## config.mk

```make
export PLATFORM = sky130hd
export DESIGN_NAME = phv_builder
export DESIGN_NICKNAME = d
export VERILOG_FILES = /design/src/parser_pkg.sv /design/src/phv_builder.sv
export VERILOG_INCLUDE_DIRS = /design/src /design/src/src
export SDC_FILE = /design/constraint.sdc
export NUM_CORES = 1
export LEC_CHECK = 0
export BUFFER_PORTS_ARGS = -buffer_cell sky130_fd_sc_hd__clkbuf_2
export CAP_MARGIN = 25
export CELL_PAD_IN_SITES_DETAIL_PLACEMENT = 1
export CELL_PAD_IN_SITES_GLOBAL_PLACEMENT = 1
export CORE_AREA = 3 3 513 515
export CTS_CLUSTER_SIZE = 20
export DETAILED_ROUTE_END_ITERATION = 16
export DIE_AREA = 0 0 516 518
export PLACE_DENSITY_LB_ADDON = 0.1
export SLEW_MARGIN = 20
export SYNTH_ARGS = -nofsm -noshare
export SYNTH_HDL_FRONTEND = slang
export SYNTH_SLANG_ARGS = --single-unit
```

## constraint.sdc

```tcl
create_clock -name axis_clk -period 0.9 [get_ports axis_clk]
set_clock_uncertainty 0.15 [all_clocks]
set_input_delay 0.09 -clock axis_clk [delete_from_list [all_inputs] [get_ports axis_clk]]
set_output_delay 0.09 -clock axis_clk [all_outputs]
set_load 0.02 [all_outputs]
```

## src/parser_macros.svh

```systemverilog
`ifndef PARSER_MACROS_SVH
`define PARSER_MACROS_SVH

`default_nettype none

// ==================================================
// stream geometry
// ==================================================
`define PRS_DATA_W        256
`define PRS_KEEP_W        32
`define PRS_TUSER_W       128

// header capture, first two beats
`define PRS_HDR_BEATS     2
`define PRS_HDR_BYTES     64

// ==================================================
// action table and extractors
// ==================================================
`define PRS_NUM_ACT       8   // actions per profile, one extractor each
`define PRS_ACT_W         16
`define PRS_CONT_W        64
`define PRS_PROF_W        4
`define PRS_PROF_LSB      0   // profile id in first beat tuser

// action word fields
`define PRS_ACT_VALID_BIT 15
`define PRS_ACT_LEN_LSB   13  // 2-bit code, bytes = 1 << code
`define PRS_ACT_OFF_W     6   // byte offset in bits 5..0

`default_nettype wire

`endif
```

## src/parser_pkg.sv

```systemverilog
`default_nettype none

`include "parser_macros.svh"

package parser_pkg;

	// captured header, byte 0 in bits 7..0
	typedef logic [`PRS_HDR_BYTES*8-1:0] hdr_t;

	// one parse action
	typedef logic [`PRS_ACT_W-1:0] action_t;

	// all actions of one profile, action i at bits 16i+15..16i
	typedef logic [`PRS_NUM_ACT*`PRS_ACT_W-1:0] entry_t;

	// one extracted field, zero extended
	typedef logic [`PRS_CONT_W-1:0] cont_t;

	typedef logic [`PRS_PROF_W-1:0] prof_t;

	// packet header vector
	// top down: tuser, valid mask, containers 7..0
	typedef logic [
		`PRS_TUSER_W + `PRS_NUM_ACT + `PRS_NUM_ACT*`PRS_CONT_W - 1 : 0
	] phv_t;

endpackage

`default_nettype wire

```

## src/phv_builder.sv

```systemverilog
`timescale 1ns/1ps
`default_nettype none

`include "parser_macros.svh"

module phv_builder (
	input  wire                                         axis_clk,
	input  wire                                         aresetn,

	input  wire                                         i_ext_valid,
	input  wire parser_pkg::cont_t [`PRS_NUM_ACT-1:0]   i_conts,
	input  wire [`PRS_NUM_ACT-1:0]                      i_hits,
	input  wire [`PRS_TUSER_W-1:0]                      i_tuser,

	input  wire                                         i_stg_ready,

	output logic                                        o_phv_valid,
	output parser_pkg::phv_t                            o_phv_data,

	output logic                                        o_hdr_release
);

	logic             phv_accept;
	parser_pkg::phv_t phv_d;

	// ==================================================
	// PHV assembly
	// ==================================================
	// tuser on top, then mask, container 0 lowest
	assign phv_d = {i_tuser, i_hits, i_conts};

	assign phv_accept    = o_phv_valid && i_stg_ready;
	assign o_hdr_release = phv_accept;    // frees the header buffer

	always_ff @(posedge axis_clk) begin
		if (!aresetn) begin
			o_phv_valid <= 1'b0;
		end else begin
			if (i_ext_valid) begin
				o_phv_valid <= 1'b1;
			end else if (phv_accept) begin
				o_phv_valid <= 1'b0;
			end
		end
	end

	// held while the next stage stalls
	always_ff @(posedge axis_clk) begin
		if (i_ext_valid) begin
			o_phv_data <= phv_d;
		end
	end

endmodule

`default_nettype wire

```

==> metrics.md, run 1 <==
| Metric | Value |
|---|---|
| Global-route wire length before repair | `177000 µm` |
| Max Cap Violations | `0` |
| Failing checks | `hold timing, setup timing` |
| Nets | `roughly 3800` |
| Drt wl/cell | `20.5 µm` |
| Min-delay worst type | `in2reg` |
| Headroom to the max-slew limit | `between 60% and 70%` |
| Area of all placed cells without fillers | `0.0486 mm²` |
| Crit-path most repeated cell | `buf_12` |
| Total routed wirelength | `~140000 µm` |
| CP max FO | `1` |
| Timing-limited maximum frequency | `603 MHz` |
| Clock-pin slew on the worst setup and hold paths | `0.06 ns` |
| Area added between synthesis and finish | `149%` |
| Cell with the biggest individual delay on the critical path | `edfxtp_1` |
| Worst-case clock buffer depth | `3` |
| CORE AREA | `~0.26 mm²` |
| CTS tree | `built` |
| Vias in the first global route | `19800` |
| H-tree depth | `3` |
| Latest clock arrival within the worst-skew pair | `0.69 ns` |
| Worst setup margin | `-0.759 ns` |
| Per-instance average area after synthesis | `29.9 µm²` |
| Arrival time of the worst setup path | `1.42 ns` |
| Power density over cell area | `about 1900 mW/mm²` |
| Setup slack at placement | `-0.537 ns` |
| Remaining antenna violation count after routing | `0` |
| Start-to-end type of the worst setup path | `reg2out` |
| Antenna violations before repair | `between 80 and 90` |
| Port Buffers | `1301` |
| Number of nets produced by synthesis | `approximately 1300` |
| Post-layout minimum cycle time | `1.66 ns` |
| Share of cells above drive strength 1 | `46.2%` |
| Mean number of vias per cell | `2.61` |
| Synthesized flop and latch total | `649` |
| Data required time of the worst path | `0.66 ns` |
| Maximum cell stage delay along the critical path | `0.43 ns` |
| Synthesized instance count | `about 650` |
| First-pass DRT Iterations | `4` |
| Root Buffer | `clkbuf_16` |
| Number of sinks on the clock net | `649` |
| Cts hold-fix bufs | `1017` |
| Starting density of the core | `7.52%` |
| Largest net degree at the start of global routing | `48` |
| Run status | `complete, but fails checks` |
| First-iteration detailed-routing DRC count | `approximately 740` |
| Die boundary width | `516 µm` |
| Die area | `0.267 mm²` |
| Nature of the critical path endpoint | `output port` |
| Final core area utilization | `18.7%` |
| Number of primary I/O pins | `approximately 1300` |
| Synthesis warning total | `0` |
| Placed cell areas | `around 0.031 mm²` |
| Final hold viol count | `1` |
| Inserted Clock Buffers | `92` |
| Cell Area, Synth | `0.0195 mm²` |
| Post-CTS Repair Setup Buffers | `0` |
| Leakage Power | `19.2 nW` |
| Slew at the pin closest to its max-slew limit | `0.508 ns` |
| Placed wire-length estimate | `112000 µm` |
| Chip Height | `~520 µm` |
| Post-detailed-route DRC marker count | `0` |
| Placement row count | `187` |
| Via count of the routed design | `17300` |
| Number of failing setup endpoints in the final timing report | `1664` |
| Unrepaired setup endpoints after global routing | `true` |
| All-layer global routing usage | `9.76%` |
| Nature of the critical path startpoint | `flop` |
| Critical path, cell by cell | `buf_12, buf_12` |
| Share of the clock period used by the worst path | `184%` |
| Final-layout worst hold slack | `-0.00662 ns` |
| Worst IR drop on VDD | `~1.2 mV` |
| Placer's final routability congestion estimate | `0.819` |
| Leftover overflow at the end of global routing | `0` |
| Max-slew violation count | `0` |
| Number of unique standard cell types used by synthesis | `5` |
| Share of synthesized area occupied by flip-flops and latches | `about 100%` |
## power breakdown
part | leakage (nW) | switching (mW) | internal, mW
sequential | 6.35 | 1.36 | 36.0
clock | 1.46 | 15.0 | 22.2
combinational | 11.4 | 7.27 | 8.44
total | 19.2 | 23.6 | 66.7
## flip-flops by register name, summed over array words and instances, names as in the netlist
name and cells:
o_phv_data 648, o_phv_valid 1
## through the flow
step	TNS, ns	hold WS, ns	instances	power, mW
after floorplan	0	0.0389	652	40.3
after global placement	-259.56	0.117	5403	47.0
after detailed placement	-276.54	0.119	5403	47.0
after CTS	-767.11	-0.0997	6585	91.1
after global routing	-787.74	-0.0773	6602	94.8
final	-768.59	-0.00662	6619	90.3
## layout by cell type (no fill, tap or decap)
| master | synthesis | layout |
|---|---|---|
| and2_4 | 0 | 1 |
| buf_12 | 0 | 22 |
| buf_2 | 0 | 30 |
| buf_4 | 0 | 36 |
| buf_6 | 0 | 355 |
| buf_8 | 0 | 97 |
| bufinv_16 | 0 | 11 |
| clkbuf_1 | 0 | 22 |
| clkbuf_16 | 0 | 93 |
| clkbuf_2 | 0 | 671 |
| clkbuf_8 | 0 | 134 |
| clkinv_1 | 0 | 22 |
| clkinv_16 | 0 | 1 |
| clkinv_2 | 0 | 9 |
| clkinv_4 | 0 | 2 |
| clkinv_8 | 0 | 1 |
| clkinvlp_4 | 0 | 4 |
| dfxtp_2 | 0 | 1 |
| diode_2 | 0 | 34 |
| dlygate4sd3_1 | 0 | 1017 |
| edfxtp_1 | 648 | 648 |
| inv_16 | 0 | 3 |
| inv_6 | 0 | 1 |
| nor2b_1 | 1 | 1 |
| o21a_1 | 1 | 1 |
## cells in the mapped netlist
cell / count / area (µm²)
and2_2: 1 / 7.51
dfxtp_1: 1 / 20.0
edfxtp_1: 648 / 19500
nor2b_1: 1 / 6.26
o21a_1: 1 / 7.51
## worst paths after layout
| path | start | end | slack [ns] | depth (start not counted) |
|---|---|---|---|---|
| max | o_phv_data[398] | o_phv_data[398] | -0.76 | 2 |
| min | i_conts[316] | o_phv_data[316] | -0.007 | 2 |
| max reg2reg | o_phv_valid | o_phv_valid | 0.03 | 2 |
| min reg2reg | o_phv_valid | o_phv_valid | 0.47 | 2 |
## cell families after synthesis
family	count (synthesis)	synth area share [%]
DFF	649	99.9
AOI/OAI and AO/OA	1	0.0385
and+or+nand+nor	2	0.0706
## worst max-delay path: cells and delay by family, from the launching register on
kind,cells,cell delay [ns]
buf+inv,2,0.30
flops,1,0.43
## cell type report
cell class,count,area (µm²)
antenna,34,85.1
clock buffer,115,2410
clock inverter,54,621
fill,29000,211000
multi-input combinational,3,22.5
sequential,649,19500
tap,3402,4260
timing repair buffer,2362,21700
## per-layer routing
layer	GRT usage (%)	vias up	wire length, µm	share of wire [%]
li1	-	7670	-	-
met4	2.90	30	3690	2.7
met1	11.0	8353	52800	39
met3	4.67	209	15600	11
met2	16.3	1014	63600	47
met5	0	-	186	0.14
## timing repair
item / 4_1_cts / 5_1_grt
endpoints found under the setup margin: 650 / 1606
endpoints found under the hold margin: 1144 / 159
gates resized for setup: 469 / 1304
No activity file was read; power rests on OpenSTA's default activity.
==> run 2: changes to the inputs <==
--- a/config.mk
+++ b/config.mk
@@ -14,7 +14,7 @@
 export CTS_CLUSTER_SIZE = 20
 export DETAILED_ROUTE_END_ITERATION = 16
 export DIE_AREA = 0 0 516 518
-export PLACE_DENSITY_LB_ADDON = 0.1
+export PLACE_DENSITY_LB_ADDON = 0.05
 export SLEW_MARGIN = 20
 export SYNTH_ARGS = -nofsm -noshare
 export SYNTH_HDL_FRONTEND = slang
==> run 2 against run 1 <==
Net effect: the flow still finishes with violations (hold timing, setup timing); sequential cell count unchanged; sequential power about the same; cell count decreased by 0.53%; largest cell class unchanged.
==> metrics.md, run 2 (synthesized netlist as in run 1, its figures left out) <==
| Metric | Value |
|---|---|
| Run status | `complete, but fails checks (unchanged)` |
| Failing checks | `hold timing, setup timing (unchanged)` |
| Nature of the critical path endpoint | `output port (unchanged)` |
| Worst-case clock buffer depth | `3 (unchanged)` |
| Length of routed wiring on met1 | `46900 µm (was 52800 µm)` |
| Maximum cell stage delay along the critical path | `0.42 ns (was 0.43 ns)` |
| Placement row count | `187 (unchanged)` |
| Largest registers | `o_phv_data (648), o_phv_valid (1) (unchanged)` |
| Cell family with the largest share of critical-path delay | `flip-flops (unchanged)` |
| Final hold viol count | `354 (was 1)` |
| CP max FO | `1 (unchanged)` |
| Non-filler instance count after layout | `6584 (was 6619)` |
| Number of primary I/O pins | `1302 (unchanged)` |
| Global-route wire length before repair | `184000 µm (was 177000 µm)` |
| Critical path, cell by cell | `buf_12, buf_12 (unchanged)` |
| Worst setup margin | `-0.770 ns (was -0.759 ns)` |
| Unrepaired setup endpoints after global routing | `true (unchanged)` |
| Vias in the first global route | `20300 (was 19800)` |
| Number of failing setup endpoints in the final timing report | `854 (was 1664)` |
| Most common cell after layout, fill and taps aside | `dlygate4sd3_1 (unchanged)` |
| Reg2Reg Depth | `2 (unchanged)` |
| Largest register by flop count | `o_phv_data (unchanged)` |
| Port Buffers | `1301 (unchanged)` |
| Clock network power share | `40.6% (was 41.2%)` |
| Share of the clock period used by the worst path | `186% (was 184%)` |
| CP Launch Point | `o_phv_data[281] (was o_phv_data[398])` |
| Total met3 wirelength after detailed routing | `19000 µm (was 15600 µm)` |
| Latest clock arrival within the worst-skew pair | `0.72 ns (was 0.69 ns)` |
| Slew at the pin closest to its max-slew limit | `0.291 ns (was 0.508 ns)` |
| Top Layer Used | `met5 (unchanged)` |
| Setup tns final | `-398.55 ns (was -768.59 ns)` |
| Data required time of the worst path | `0.66 ns (about the same)` |
| Final core area utilization | `18.9% (was 18.7%)` |
| Startpoint of the most critical register-to-register path | `o_phv_valid (unchanged)` |
| Post-detailed-route DRC marker count | `0 (unchanged)` |
| Crit Reg-Reg Endpoint | `o_phv_valid (unchanged)` |
| Remaining antenna violation count after routing | `0 (unchanged)` |
| Placed wire-length estimate | `119000 µm (was 112000 µm)` |
| Number of sinks on the clock net | `649 (unchanged)` |
| Leading cell types in the layout, fill and taps excluded | `dlygate4sd3_1 (856), edfxtp_1 (648), clkbuf_2 (646) (was dlygate4sd3_1 (1017), clkbuf_2 (671), edfxtp_1 (648))` |
| Post-layout minimum cycle time | `1.67 ns (was 1.66 ns)` |
| Comb pwr share | `18.0% (was 17.4%)` |
| Nets | `3731 (was 3760)` |
| Crit path buffers/inverters | `2 (unchanged)` |
| Cell with the biggest individual delay on the critical path | `edfxtp_1 (unchanged)` |
| Starting density of the core | `7.52% (unchanged)` |
| Nature of the critical path startpoint | `flop (unchanged)` |
| Reg power frac | `41.4% (about the same)` |
| First-iteration detailed-routing DRC count | `603 (was 744)` |
| Register-to-register setup slack | `0.03 ns (about the same)` |
| Inserted Clock Buffers | `95 (was 92)` |
| Drt wl/cell | `21.4 µm (was 20.5 µm)` |
| Leakage Power | `20.3 nW (was 19.2 nW)` |
| Net load switching power | `23.9 mW (was 23.6 mW)` |
| Die boundary width | `516 µm (unchanged)` |
| First-pass DRT Iterations | `4 (unchanged)` |
| Number of placed instances, taps included | `5422 (was 5403)` |
| Cell internal power dissipation | `66.3 mW (was 66.7 mW)` |
| Antenna violations before repair | `81 (was 86)` |
| Chip Height | `518 µm (unchanged)` |
| Root Buffer | `clkbuf_16 (unchanged)` |
| Crit-path most repeated cell | `buf_12 (unchanged)` |
| Leftover overflow at the end of global routing | `0 (unchanged)` |
| Final-layout worst hold slack | `-0.204 ns (was -0.00662 ns)` |
| Via count of the routed design | `17100 (was 17300)` |
| Max Cap Violations | `0 (unchanged)` |
| All-layer global routing usage | `10.2% (was 9.76%)` |
| Max-slew violation count | `0 (unchanged)` |
| Max FFs per register | `648 (unchanged)` |
| End point of the critical path | `o_phv_data[281] (was o_phv_data[398])` |
| Timing-limited maximum frequency | `599 MHz (was 603 MHz)` |
| Mean number of vias per cell | `2.60 (was 2.61)` |
| Start-to-end type of the worst setup path | `reg2out (unchanged)` |
| Clock-pin slew on the worst setup and hold paths | `0.06 ns (about the same)` |
| Share of cells above drive strength 1 | `47.2% (was 46.2%)` |
| Area added between synthesis and finish | `152% (was 149%)` |
| Arrival time of the worst setup path | `1.43 ns (was 1.42 ns)` |
| Critical path depth in cells | `2 (unchanged)` |
| Headroom to the max-slew limit | `80.6% (was 66.0%)` |
| Met2 wire length | `70200 µm (was 63600 µm)` |
| Power density over cell area | `1840 mW/mm² (was 1860 mW/mm²)` |
| Min-delay worst type | `in2reg (unchanged)` |
| H-tree depth | `3 (unchanged)` |
| Die area | `0.267 mm² (unchanged)` |
| Placer's final routability congestion estimate | `0.818 (was 0.819)` |
| Worst IR drop on VDD | `1.37 mV (was 1.22 mV)` |
| CORE AREA | `0.259 mm² (unchanged)` |
| Switching share of power | `26.5% (was 26.2%)` |
| Largest net degree at the start of global routing | `35 (was 48)` |
| Total routed wirelength | `141000 µm (was 136000 µm)` |
| CTS tree | `built (unchanged)` |
-- run 2: cell count changes in the layout (fill, tap and decap cells not counted), moves of 8 or more --
cell	previous run	this run
buf_6	355	281
clkbuf_1	22	30
buf_8	97	118
clkbuf_2	671	646
buf_12	22	46
dlymetal6s4s_1	0	112
clkbuf_8	134	200
dlygate4sd3_1	1017	856
-- run 2: worst min path at each step --
stage / start / to / slack, ns / cells past startpoint
global route: i_ext_valid / o_phv_data[608] / -0.27 / 2
CTS: i_ext_valid / o_phv_data[550] / -0.26 / 2
detailed placement: i_conts[55] / o_phv_data[55] / 0.12 / 1
floorplan: i_conts[0] / o_phv_data[0] / 0.04 / 0
global placement: i_conts[291] / o_phv_data[291] / 0.12 / 1
finish: i_ext_valid / o_phv_data[608] / -0.20 / 2
-- run 2: timing repair --
item / CTS / global route
hold buffers: 1048 / 13
buffers inserted: 0 / 1
setup endpoints to repair: 650 / 898
hold endpoints to repair: 1297 / 875
cloned: 0 / 0
pin swaps: 0 / 0
gates resized for setup: 655 / 1138
-- run 2: worst register-to-register path, stage by stage (launching register included) --
cell and delay, ns:
dfxtp_2 0.33, nor2b_1 0.13, o21a_1 0.15
-- run 2: cell type report --
cell class / instances / area [µm²]
fill: 28800 / 210000
multi-input combinational: 3 / 22.5
timing repair buffer: 2330 / 22300
clock buffer: 127 / 2540
tap: 3402 / 4260
clock inverter: 46 / 447
antenna: 27 / 67.6
sequential: 649 / 19500
-- run 2: stage by stage --
step | total power, mW | area, µm² | worst slack [ns] | hold slack [ns]
6_report | 90.2 | 49100 | -0.770 | -0.204
5_1_grt | 94.7 | 49000 | -0.897 | -0.271
4_1_cts | 91.7 | 47700 | -0.913 | -0.260
3_5_place_dp | 47.3 | 31400 | -0.529 | 0.119
3_3_place_gp | 47.4 | 31400 | -0.523 | 0.117
2_1_floorplan | 40.3 | 19500 | 0.0212 | 0.0389
-- run 2: layer usage --
| metal | track usage [%] | vias to the layer above |
|---|---|---|
| li1 | - | 7617 |
| met1 | 9.71 | 8284 |
| met2 | 18.1 | 968 |
| met3 | 6.12 | 254 |
| met4 | 3.16 | 16 |
| met5 | 0 | - |
-- run 2: power groups by stage --
stage | Clock [mW] | Combinational [mW] | Sequential (mW)
2_1_floorplan | 0 | 0.00848 | 40.3
3_3_place_gp | 0 | 9.91 | 37.5
3_5_place_dp | 0 | 9.82 | 37.5
4_1_cts | 39.0 | 15.6 | 37.1
5_1_grt | 39.9 | 17.3 | 37.6
6_report | 36.6 | 16.2 | 37.3
