<file path="src/parser_macros.svh">
`ifndef PARSER_MACROS_SVH
`define PARSER_MACROS_SVH

`default_nettype none

// ==================================================
// stream geometry
// ==================================================
`define PRS_DATA_W        256
`define PRS_KEEP_W        32
`define PRS_TUSER_W       128

// header capture, first two beats
`define PRS_HDR_BEATS     2
`define PRS_HDR_BYTES     64

// ==================================================
// action table and extractors
// ==================================================
`define PRS_NUM_ACT       8   // actions per profile, one extractor each
`define PRS_ACT_W         16
`define PRS_CONT_W        64
`define PRS_PROF_W        4
`define PRS_PROF_LSB      0   // profile id in first beat tuser

// action word fields
`define PRS_ACT_VALID_BIT 15
`define PRS_ACT_LEN_LSB   13  // 2-bit code, bytes = 1 << code
`define PRS_ACT_OFF_W     6   // byte offset in bits 5..0

`default_nettype wire

`endif
</file>
<file path="src/parser_pkg.sv">
`default_nettype none

`include "parser_macros.svh"

package parser_pkg;

	// captured header, byte 0 in bits 7..0
	typedef logic [`PRS_HDR_BYTES*8-1:0] hdr_t;

	// one parse action
	typedef logic [`PRS_ACT_W-1:0] action_t;

	// all actions of one profile, action i at bits 16i+15..16i
	typedef logic [`PRS_NUM_ACT*`PRS_ACT_W-1:0] entry_t;

	// one extracted field, zero extended
	typedef logic [`PRS_CONT_W-1:0] cont_t;

	typedef logic [`PRS_PROF_W-1:0] prof_t;

	// packet header vector
	// top down: tuser, valid mask, containers 7..0
	typedef logic [
		`PRS_TUSER_W + `PRS_NUM_ACT + `PRS_NUM_ACT*`PRS_CONT_W - 1 : 0
	] phv_t;

endpackage

`default_nettype wire

</file>
<file path="src/seg_capture.sv">
`timescale 1ns/1ps
`default_nettype none

`include "parser_macros.svh"

module seg_capture (
	input  wire                          axis_clk,
	input  wire                          aresetn,

	input  wire [`PRS_DATA_W-1:0]        i_s_axis_tdata,
	input  wire [`PRS_TUSER_W-1:0]       i_s_axis_tuser,
	input  wire [`PRS_KEEP_W-1:0]        i_s_axis_tkeep,
	input  wire                          i_s_axis_tvalid,
	input  wire                          i_s_axis_tlast,
	output logic                         o_s_axis_tready,

	input  wire                          i_hdr_release,

	output logic                         o_hdr_valid,
	output parser_pkg::hdr_t             o_hdr,
	output logic [`PRS_TUSER_W-1:0]      o_tuser,
	output parser_pkg::prof_t            o_prof
);

	localparam int CNT_W = (`PRS_HDR_BEATS > 1) ? $clog2(`PRS_HDR_BEATS) : 1;
	localparam logic ST_HDR   = 1'b0;
	localparam logic ST_DRAIN = 1'b1;

	logic                      state;
	logic [CNT_W-1:0]          beat_cnt;
	logic                      busy;    // header waiting for the PHV stage
	logic                      beat_take;
	logic                      hdr_take;
	logic                      hdr_done;
	logic [`PRS_DATA_W-1:0]    beat_masked;
	parser_pkg::hdr_t          hdr_buf;
	logic [`PRS_TUSER_W-1:0]   tuser_q;

	// new packet waits until the buffer is free
	assign o_s_axis_tready = !(state == ST_HDR && beat_cnt == '0 && busy);

	assign beat_take = i_s_axis_tvalid && o_s_axis_tready;
	assign hdr_take  = beat_take && state == ST_HDR;
	assign hdr_done  = hdr_take &&
		(i_s_axis_tlast || beat_cnt == CNT_W'(`PRS_HDR_BEATS - 1));

	always_comb begin
		for (int k = 0; k < `PRS_KEEP_W; k++) begin
			beat_masked[8*k +: 8] = i_s_axis_tkeep[k] ? i_s_axis_tdata[8*k +: 8] : 8'h00;
		end
	end

	// ==================================================
	// beat counter and header/drain FSM
	// ==================================================
	always_ff @(posedge axis_clk) begin
		if (!aresetn) begin
			state       <= ST_HDR;
			beat_cnt    <= '0;
			busy        <= 1'b0;
			o_hdr_valid <= 1'b0;
		end else begin
			o_hdr_valid <= hdr_done;
			if (hdr_done) begin
				busy <= 1'b1;
			end else if (i_hdr_release) begin
				busy <= 1'b0;
			end

			if (hdr_take) begin
				if (i_s_axis_tlast) begin
					beat_cnt <= '0;       // short packet, all in header
				end else if (hdr_done) begin
					beat_cnt <= '0;
					state    <= ST_DRAIN;
				end else begin
					beat_cnt <= beat_cnt + 1'b1;
				end
			end else if (beat_take && i_s_axis_tlast) begin
				state <= ST_HDR;          // end of payload
			end
		end
	end

	// header buffer, upper beats start out zero
	always_ff @(posedge axis_clk) begin
		if (hdr_take) begin
			if (beat_cnt == '0) begin
				hdr_buf <= '0;
				tuser_q <= i_s_axis_tuser;
			end
			hdr_buf[beat_cnt*`PRS_DATA_W +: `PRS_DATA_W] <= beat_masked;
		end
	end

	assign o_hdr   = hdr_buf;
	assign o_tuser = tuser_q;
	assign o_prof  = tuser_q[`PRS_PROF_LSB +: `PRS_PROF_W];

endmodule

`default_nettype wire

</file>
<file path="config.mk">
export PLATFORM = sky130hd
export DESIGN_NAME = seg_capture
export DESIGN_NICKNAME = d
export VERILOG_FILES = /design/src/parser_pkg.sv /design/src/seg_capture.sv
export VERILOG_INCLUDE_DIRS = /design/src /design/src/src
export SDC_FILE = /design/constraint.sdc
export NUM_CORES = 1
export LEC_CHECK = 0
export ABC_AREA = 0
export BUFFER_PORTS_ARGS = -buffer_cell sky130_fd_sc_hd__buf_2
export CORE_AREA = 2 2 414 416
export DETAILED_ROUTE_END_ITERATION = 16
export DIE_AREA = 0 0 416 418
export HOLD_SLACK_MARGIN = 0.15
export PLACE_DENSITY_LB_ADDON = 0.3
export SKIP_CTS_REPAIR_TIMING = 1
export SLEW_MARGIN = 10
export SYNTH_ARGS = -nofsm -noshare
export SYNTH_HDL_FRONTEND = slang
export SYNTH_SLANG_ARGS = --single-unit
</file>
<file path="constraint.sdc">
create_clock -name axis_clk -period 92.1 [get_ports axis_clk]
set_clock_uncertainty 0.2 [all_clocks]
set_input_delay 18.42 -clock axis_clk [delete_from_list [all_inputs] [get_ports axis_clk]]
set_output_delay 18.42 -clock axis_clk [all_outputs]
set_load 0.01 [all_outputs]
</file>
==> results.txt, run 1 <==
The run finished with clean final reports. The leftover overflow at the end of global routing is 0, and the initial antenna violation count is 31. By instance count, the cell type seen most on the critical path is sky130_fd_sc_hd__buf_4. In this run the register-to-register setup slack is 87.69 ns. The count of cells along the worst register-to-register path is 5. The count of flip-flops with a built-in enable after synthesis came out at 640. The proportion of power drawn by flip-flops and latches came out at 0.486. Clock network fraction of total power: 0.406. The kind of cell with the highest combined delay along the critical path is buffers and inverters. The fraction of layout cells with a size suffix above 1 was 0.492.

The startpoint identified for the worst register-to-register timing path is beat_cnt. After detailed routing, the met3 layer carries 6680 µm of wire. The net count of the mapped netlist is 1663, and the power dissipated by switching net loads is 0.190 mW. Clock tree synthesis found a total of 644 sinks. The average detailed-routed wire length per instance works out to 21.2 µm.

The final route contains 16000 vias. The worst hold endpoint was state. Standard cell with the maximum stage delay on the critical path: sky130_fd_sc_hd__a21oi_4. The tools report the global-route usage over all layers as 0.107. Yosys instantiated no cell more often than sky130_fd_sc_hd__edfxtp_1.

The category of the critical setup timing path is in -> reg. The tools report the maximum buffer depth of the clock tree as 3. The logs give 0.841 for the sequential area share after synthesis and 0.69 ns for the clock network latency to the later pin of the worst-skew pair.

The delay of the slowest critical-path stage is 0.75 ns. The logs give 50900 µm for the routed length on met2 and 0.107 for the part of the total power dissipated in combinational logic. The die outline width was 416 µm. In the routed layout, each cell is associated on average with a via count of 3.44. STA puts the critical path data required time at 92.20 ns. For the pin with the worst max-slew slack, the measured transition is 1.03 ns.

The final total negative setup slack was 0 ns. The run gives 17 as the number of library cell types mapped by synthesis. After clock tree synthesis, the clock-pin slew on the worst setup and hold paths is 0.06 ns. The switching share of power works out to 0.258.

Synthesis produced 1242 cells. The synthesized area divided by synthesized cell count was 18.5 µm². In this run the critical register-to-register path is captured at o_hdr[382]. Dividing total power by cell area gives a power density of 22.0 mW/mm².

After detailed routing, the total wire length is 98400 µm. The logs give 0.198 for the post-route core utilization and 0 for the count of endpoints failing hold in the final timing report. The internal portion of the total power is 0.546 mW. Dominant cell type by area after synthesis: sky130_fd_sc_hd__edfxtp_1. The half-perimeter wire length of the detailed placement result was 75400 µm; the number of H-tree levels was 3.

Setup violations remaining at the end of the flow were counted as 0. Setup repair after global routing left no endpoint under its margin. In this run the static leakage power is 14.4 nW. For the setup slack after layout, the log shows 70.65 ns. The commonest cells after synthesis are 640 x sky130_fd_sc_hd__edfxtp_1, 287 x sky130_fd_sc_hd__and3_1, 225 x sky130_fd_sc_hd__and2_1.

The mapped netlist covers 0.0230 mm². Placer congestion estimate: 0.893. The critical path goes through buf_2, nand2b_1, a21oi_4, buf_4, buf_4, buf_4. The overall power is 0.736 mW. Relative to the synthesized area, the layout overhead comes to 45.9%. The floorplan step defined a die boundary enclosing 0.174 mm². The tightest hold path in the finished design has a slack of 0.341 ns.

The die extent in y is 418 µm, and the clock period minus final worst setup slack is 21.45 ns. By area the synthesized netlist is led by sky130_fd_sc_hd__edfxtp_1 84%, sky130_fd_sc_hd__and3_1 7.8%, sky130_fd_sc_hd__and2_1 6.1%. The final worst-path cycle share was 0.233. Together, buffers and inverters on the worst path number 4.

In the final routing, the length of wire on met1 measures 38200 µm. The tool flagged a number of max-cap violations equal to 0. The async set-or-reset flop fraction in the synthesized netlist is 0, and the maximum frequency from static timing analysis is 46.6 MHz. The tools report the wire length of the first global-routing pass as 130000 µm.

STA classifies the critical path endpoint as a register. 1067 I/O pins were placed. At the worst endpoint, the arrival time is 21.55 ns.

The count of nets left with antenna violations once routing finished came out at 0. The worst-case IR drop observed on VDD is 0.0116 mV. After floorplanning, the core was sized to cover 0.169 mm².

Element type at the critical path start: an input port. TritonCTS built the clock tree. The cell sitting at the root of the clock tree is a sky130_fd_sc_hd__clkbuf_16.

Synthesis inferred 644 register bits. The total number of placement rows came out at 151. The total CTS buffers came out at 78. Pin count of the biggest net entering global routing: 123. First-pass iteration count of the detailed router: 4. The tightest min-delay check is of the reg -> reg type.

For the DRC marker count from the first detailed-route iteration, the log shows 1176. The headroom to the max-slew limit came out at 0.316. The final layout contains 2785 nets. The maximum fanout along the worst path was 56; the number of warnings printed during yosys synthesis was 0. The uppermost layer routed was met4. For the worst-case setup slack after placement, the log shows 69.96 ns. The worst hold path was traced through 2 stages.

The total count of max-transition violations in the final report came out at 0. Share of the synthesized area in the top cell type: 0.837. The remaining routing DRC violations was 0. The number of port buffers was 1066; the via count of the first global-routing pass was 15700. The starting utilization of the core area came out at 0.136. In the synthesized netlist the dominant register cell turns out to be sky130_fd_sc_hd__edfxtp_1. The tools report the source of the worst hold timing path as state.
[cells in the final DEF, fill, tap and decap left out, drive strengths merged]
master       n
buf       1081
edfxtp     640
and3       287
and2       225
clkbuf      99
nor2b       32
clkinv      28
inv          9
diode        6
dfxtp        4
bufinv       3
a21oi        3
or3          2
clkinvlp     2
nor3         2
nand2b       1
a211oi       1
nor2         1
a32o         1
o31ai        1
[power by group through the flow]
| stage | combinational [mW] | clock (mW) | sequential (mW) |
|---|---|---|---|
| after floorplan | 0.0172 | 0 | 0.393 |
| after global placement | 0.0810 | 0 | 0.364 |
| after detailed placement | 0.0808 | 0 | 0.364 |
| after CTS | 0.0810 | 0.311 | 0.359 |
| after global routing | 0.0843 | 0.321 | 0.360 |
| final | 0.0788 | 0.299 | 0.358 |
[worst max path at each step]
stage | slack (ns) | end | depth (start not counted) | start
6_report | 70.65 | o_hdr[382] | 6 | i_s_axis_tvalid
5_1_grt | 70.49 | o_hdr[374] | 6 | i_s_axis_tvalid
4_1_cts | 70.72 | o_hdr[383] | 6 | i_s_axis_tvalid
3_5_place_dp | 69.96 | o_hdr[358] | 6 | i_s_axis_tvalid
3_3_place_gp | 69.98 | o_hdr[358] | 6 | i_s_axis_tvalid
2_1_floorplan | 45.91 | o_hdr[0] | 2 | i_s_axis_tvalid
[layout make-up]
type,count,area (µm²)
timing repair buffer,1081,5470
inverter,3,11.3
tap,2218,2780
clock inverter,39,348
clock buffer,99,2070
antenna,6,15.0
multi-input combinational,556,3500
sequential,644,19300
fill,18300,136000
[tightest hold or removal path, cell delays in order (launching register included)]
cell	delay [ns]
sky130_fd_sc_hd__dfxtp_1	0.31
sky130_fd_sc_hd__a21oi_1	0.12
sky130_fd_sc_hd__a211oi_1	0.06
[per-layer routing]
metal | up-vias | global-route usage
li1 | 6987 | -
met5 | - | 0
met1 | 8121 | 0.127
met2 | 726 | 0.187
met4 | 0 | 0.0354
met3 | 140 | 0.0278
[sequential cells by signal, indices dropped and copies added, names as in the netlist]
| register | cells |
|---|---|
| state | 1 |
| busy | 1 |
| beat_cnt | 1 |
| o_hdr_valid | 1 |
| o_hdr | 512 |
| o_tuser | 128 |
[per-stage QoR]
step / instance area, µm² / std cells
after global routing: 33500 / 4643
after CTS: 33500 / 4640
final: 33500 / 4646
after global placement: 31100 / 4502
after floorplan: 23000 / 1242
after detailed placement: 31100 / 4502
[logic make-up (layout without fill, tap and decap cells)]
group	Yosys count	after routing	synth area share
flops	644	644	0.841
simple gates	550	550	0.150
compound gates	6	6	0.00174
other cells	0	6	0
buf+inv	42	1222	0.00790
No activity file was read; power rests on OpenSTA's default activity.
==> inputs of run 2 (changes only) <==
--- a/config.mk
+++ b/config.mk
@@ -8,9 +8,9 @@
 export LEC_CHECK = 0
 export ABC_AREA = 0
 export BUFFER_PORTS_ARGS = -buffer_cell sky130_fd_sc_hd__buf_2
-export CORE_AREA = 2 2 414 416
+export CORE_AREA = 2 2 415 417
 export DETAILED_ROUTE_END_ITERATION = 16
-export DIE_AREA = 0 0 416 418
+export DIE_AREA = 0 0 417 419
 export HOLD_SLACK_MARGIN = 0.15
 export PLACE_DENSITY_LB_ADDON = 0.3
 export SKIP_CTS_REPAIR_TIMING = 1
==> constraint.sdc (replaced) <==
create_clock -name axis_clk -period 20.1 [get_ports axis_clk]
set_clock_uncertainty 0.2 [all_clocks]
set_input_delay 4.02 -clock axis_clk [delete_from_list [all_inputs] [get_ports axis_clk]]
set_output_delay 4.02 -clock axis_clk [all_outputs]
set_load 0.01 [all_outputs]
==> results.txt, run 2 (same netlist as run 1, synthesis figures left out) <==
The maximum fanout along the worst path works out to 71. The largest vdd supply drop was 0.0502 mV. The setup check on the worst reg-to-reg path leaves a slack of 15.90 ns.

The destination of the worst register-to-register timing path was o_hdr[96]. The final total negative setup slack came out at 0 ns. From left edge to right edge, the die measures 417 µm. After detailed routing, the number of remaining DRC violations is 0. For the worst-skew pair, the clock arrives at the later sink with an insertion delay of 0.65 ns.

The tools report the area enclosed by the die boundary as 0.175 mm². The global-route usage over all layers is 0.104, and the initial antenna violation count is 34. The number of H-tree levels is 3, and the clock network fraction of total power is 0.402. For the count of endpoints failing hold in the final timing report, the log shows 0. The synthesis-to-layout area growth was 45.8%; the fraction of layout cells with a size suffix above 1 was 0.492.

The library cells used most frequently in the layout, excluding fill and tap cells, are 1066 x sky130_fd_sc_hd__buf_2, 640 x sky130_fd_sc_hd__edfxtp_1, 287 x sky130_fd_sc_hd__and3_1. The kind of path behind the tightest hold check was reg -> reg. TritonCTS built the clock tree. The delay of the slowest critical-path stage is 0.84 ns. The max-capacitance violation count was 0; the total count of max-transition violations in the final report was 0. The average detailed-routed wire length per instance works out to 20.8 µm.

Type of element capturing the critical path: a register. Switching share of power: 0.259. The congestion estimate from routability-driven global placement came to 0.885.

The longest clock path from root to sink contains 3 buffers. The core region is 0.171 mm². For this block, the initial DRC count from the detailed router was 917. For the finished layout, the period the worst path requires is 7.28 ns. First-pass iteration count of the detailed router: 5. The final worst-path cycle share came out at 0.362. The proportion of power drawn by flip-flops and latches was 0.490. The category of the critical setup timing path is in -> reg. Via count normalized by instance count: 3.40.

The via count of the first global-routing pass came out at 15600. In this run the worst setup path begins at i_s_axis_tvalid. The critical path data required time is 20.20 ns, and the slew at the pin with the worst max-slew slack is 0.990 ns.

TritonCTS created 77 clock buffers. Leaving out fill and tap cells, the most frequent cell in the layout is sky130_fd_sc_hd__buf_2. The tools report the wire length of the first global-routing pass as 127000 µm. The run finished with clean final reports. The number of flip-flops under the largest register name works out to 512. The tools report the source of the worst register-to-register timing path as state. The clock root buffer master is sky130_fd_sc_hd__clkbuf_16.

The initialized floorplan defines 152 standard-cell rows. Power spread over the standard cell area amounts to 100 mW/mm². Source of the worst hold timing path: state. Measured in cells, the most critical reg-to-reg path has a length of 6. The tools report the worst path arrival time as 7.38 ns.

Based on the critical path, the design can be clocked at up to 137 MHz. Among the stages of the critical path, the cell type that occurs most often is sky130_fd_sc_hd__buf_4. The number of clock sinks is 644, and the worst hold slack across all endpoints is 0.329 ns. Element type at the critical path start: an input port.

The tools report the leftover overflow at the end of global routing as 0. In this run the power spent charging and discharging nets is 0.868 mW. The remaining antenna violation count after routing was 0.

The slowest stage of the critical path is the sky130_fd_sc_hd__buf_4 cell. The static leakage was 14.4 nW. The worst hold endpoint is state.

The part of the total power dissipated in combinational logic was 0.108. The net count of the finished layout came out at 2785. In this run the tool buffered the top-level ports with 1066 buffer cells.

The signal on the critical path passes through buf_2, nand2b_1, nor3_4, buf_4, buf_4, buf_4, buf_4. For the half-perimeter wire length of the detailed placement result, the log shows 74900 µm. Setup repair after global routing left no endpoint under its margin.

The tools report the count of pins on the block boundary as 1067. The total wirelength of the detailed-routed design came out at 96800 µm. Clock-pin slew was measured on the worst setup and hold paths at 0.06 ns. The logs give 0.340 for the headroom to the max-slew limit and 126 for the pin count of the biggest net entering global routing. The worst hold path was traced through 2 stages. Setup violations remaining at the end of the flow were counted as 0. The detailed router placed 15900 vias in this run.

The die extent in y was 419 µm. The internal power of the cells totals 2.48 mW. The starting utilization of the core area was 0.135.
==> run 2: worst max-delay path by stage <==
| stage | cells after the start | slack, ns | end |
|---|---|---|---|
| after floorplan | 2 | 0.12 | o_hdr[0] |
| after global placement | 7 | 12.10 | o_hdr[96] |
| after detailed placement | 7 | 12.08 | o_hdr[96] |
| after CTS | 7 | 12.87 | o_hdr[96] |
| after global routing | 7 | 12.59 | o_hdr[96] |
| final | 7 | 12.82 | o_hdr[96] |
==> run 2: cell type report <==
cell class	count	area (µm²)
antenna	13	32.5
clock buffer	94	1990
clock inverter	37	383
fill	18600	137000
inverter	3	11.3
multi-input combinational	556	3500
sequential	644	19300
tap	2233	2790
timing repair buffer	1082	5470
==> run 2: power groups by stage <==
| stage | registers (mW) | clock network, mW | logic, mW |
|---|---|---|---|
| 2_1_floorplan | 1.77 | 0 | 0.0788 |
| 3_3_place_gp | 1.67 | 0 | 0.368 |
| 3_5_place_dp | 1.67 | 0 | 0.369 |
| 4_1_cts | 1.64 | 1.40 | 0.369 |
| 5_1_grt | 1.65 | 1.44 | 0.386 |
| 6_report | 1.64 | 1.35 | 0.360 |
==> run 2: worst max-delay path: cells and delay by family <==
| kind | cells | cell delay, ns |
|---|---|---|
| buffers and inverters | 5 | 2.76 |
| and+or+nand+nor | 2 | 0.38 |
==> run 2: metal layers <==
metal	GRT usage	share of wire	wire, µm	vias up
li1	-	-	-	6984
met1	0.122	0.39	37900	8026
met2	0.179	0.51	49400	682
met3	0.0319	0.066	6410	159
met4	0.0395	0.031	3040	6
met5	0	0.00037	36	-
==> run 2: per-stage QoR <==
| step | setup slack, ns | cell area, µm² | power, mW | utilization | cells |
|---|---|---|---|---|---|
| after floorplan | 0.116 | 23000 | 1.85 | - | 1242 |
| after global placement | 12.10 | 31100 | 2.04 | 0.182 | 4518 |
| after detailed placement | 12.08 | 31100 | 2.04 | 0.182 | 4518 |
| after CTS | 12.87 | 33400 | 3.41 | 0.196 | 4649 |
| after global routing | 12.59 | 33500 | 3.48 | 0.196 | 4657 |
| final | 12.82 | 33500 | 3.35 | 0.196 | 4662 |
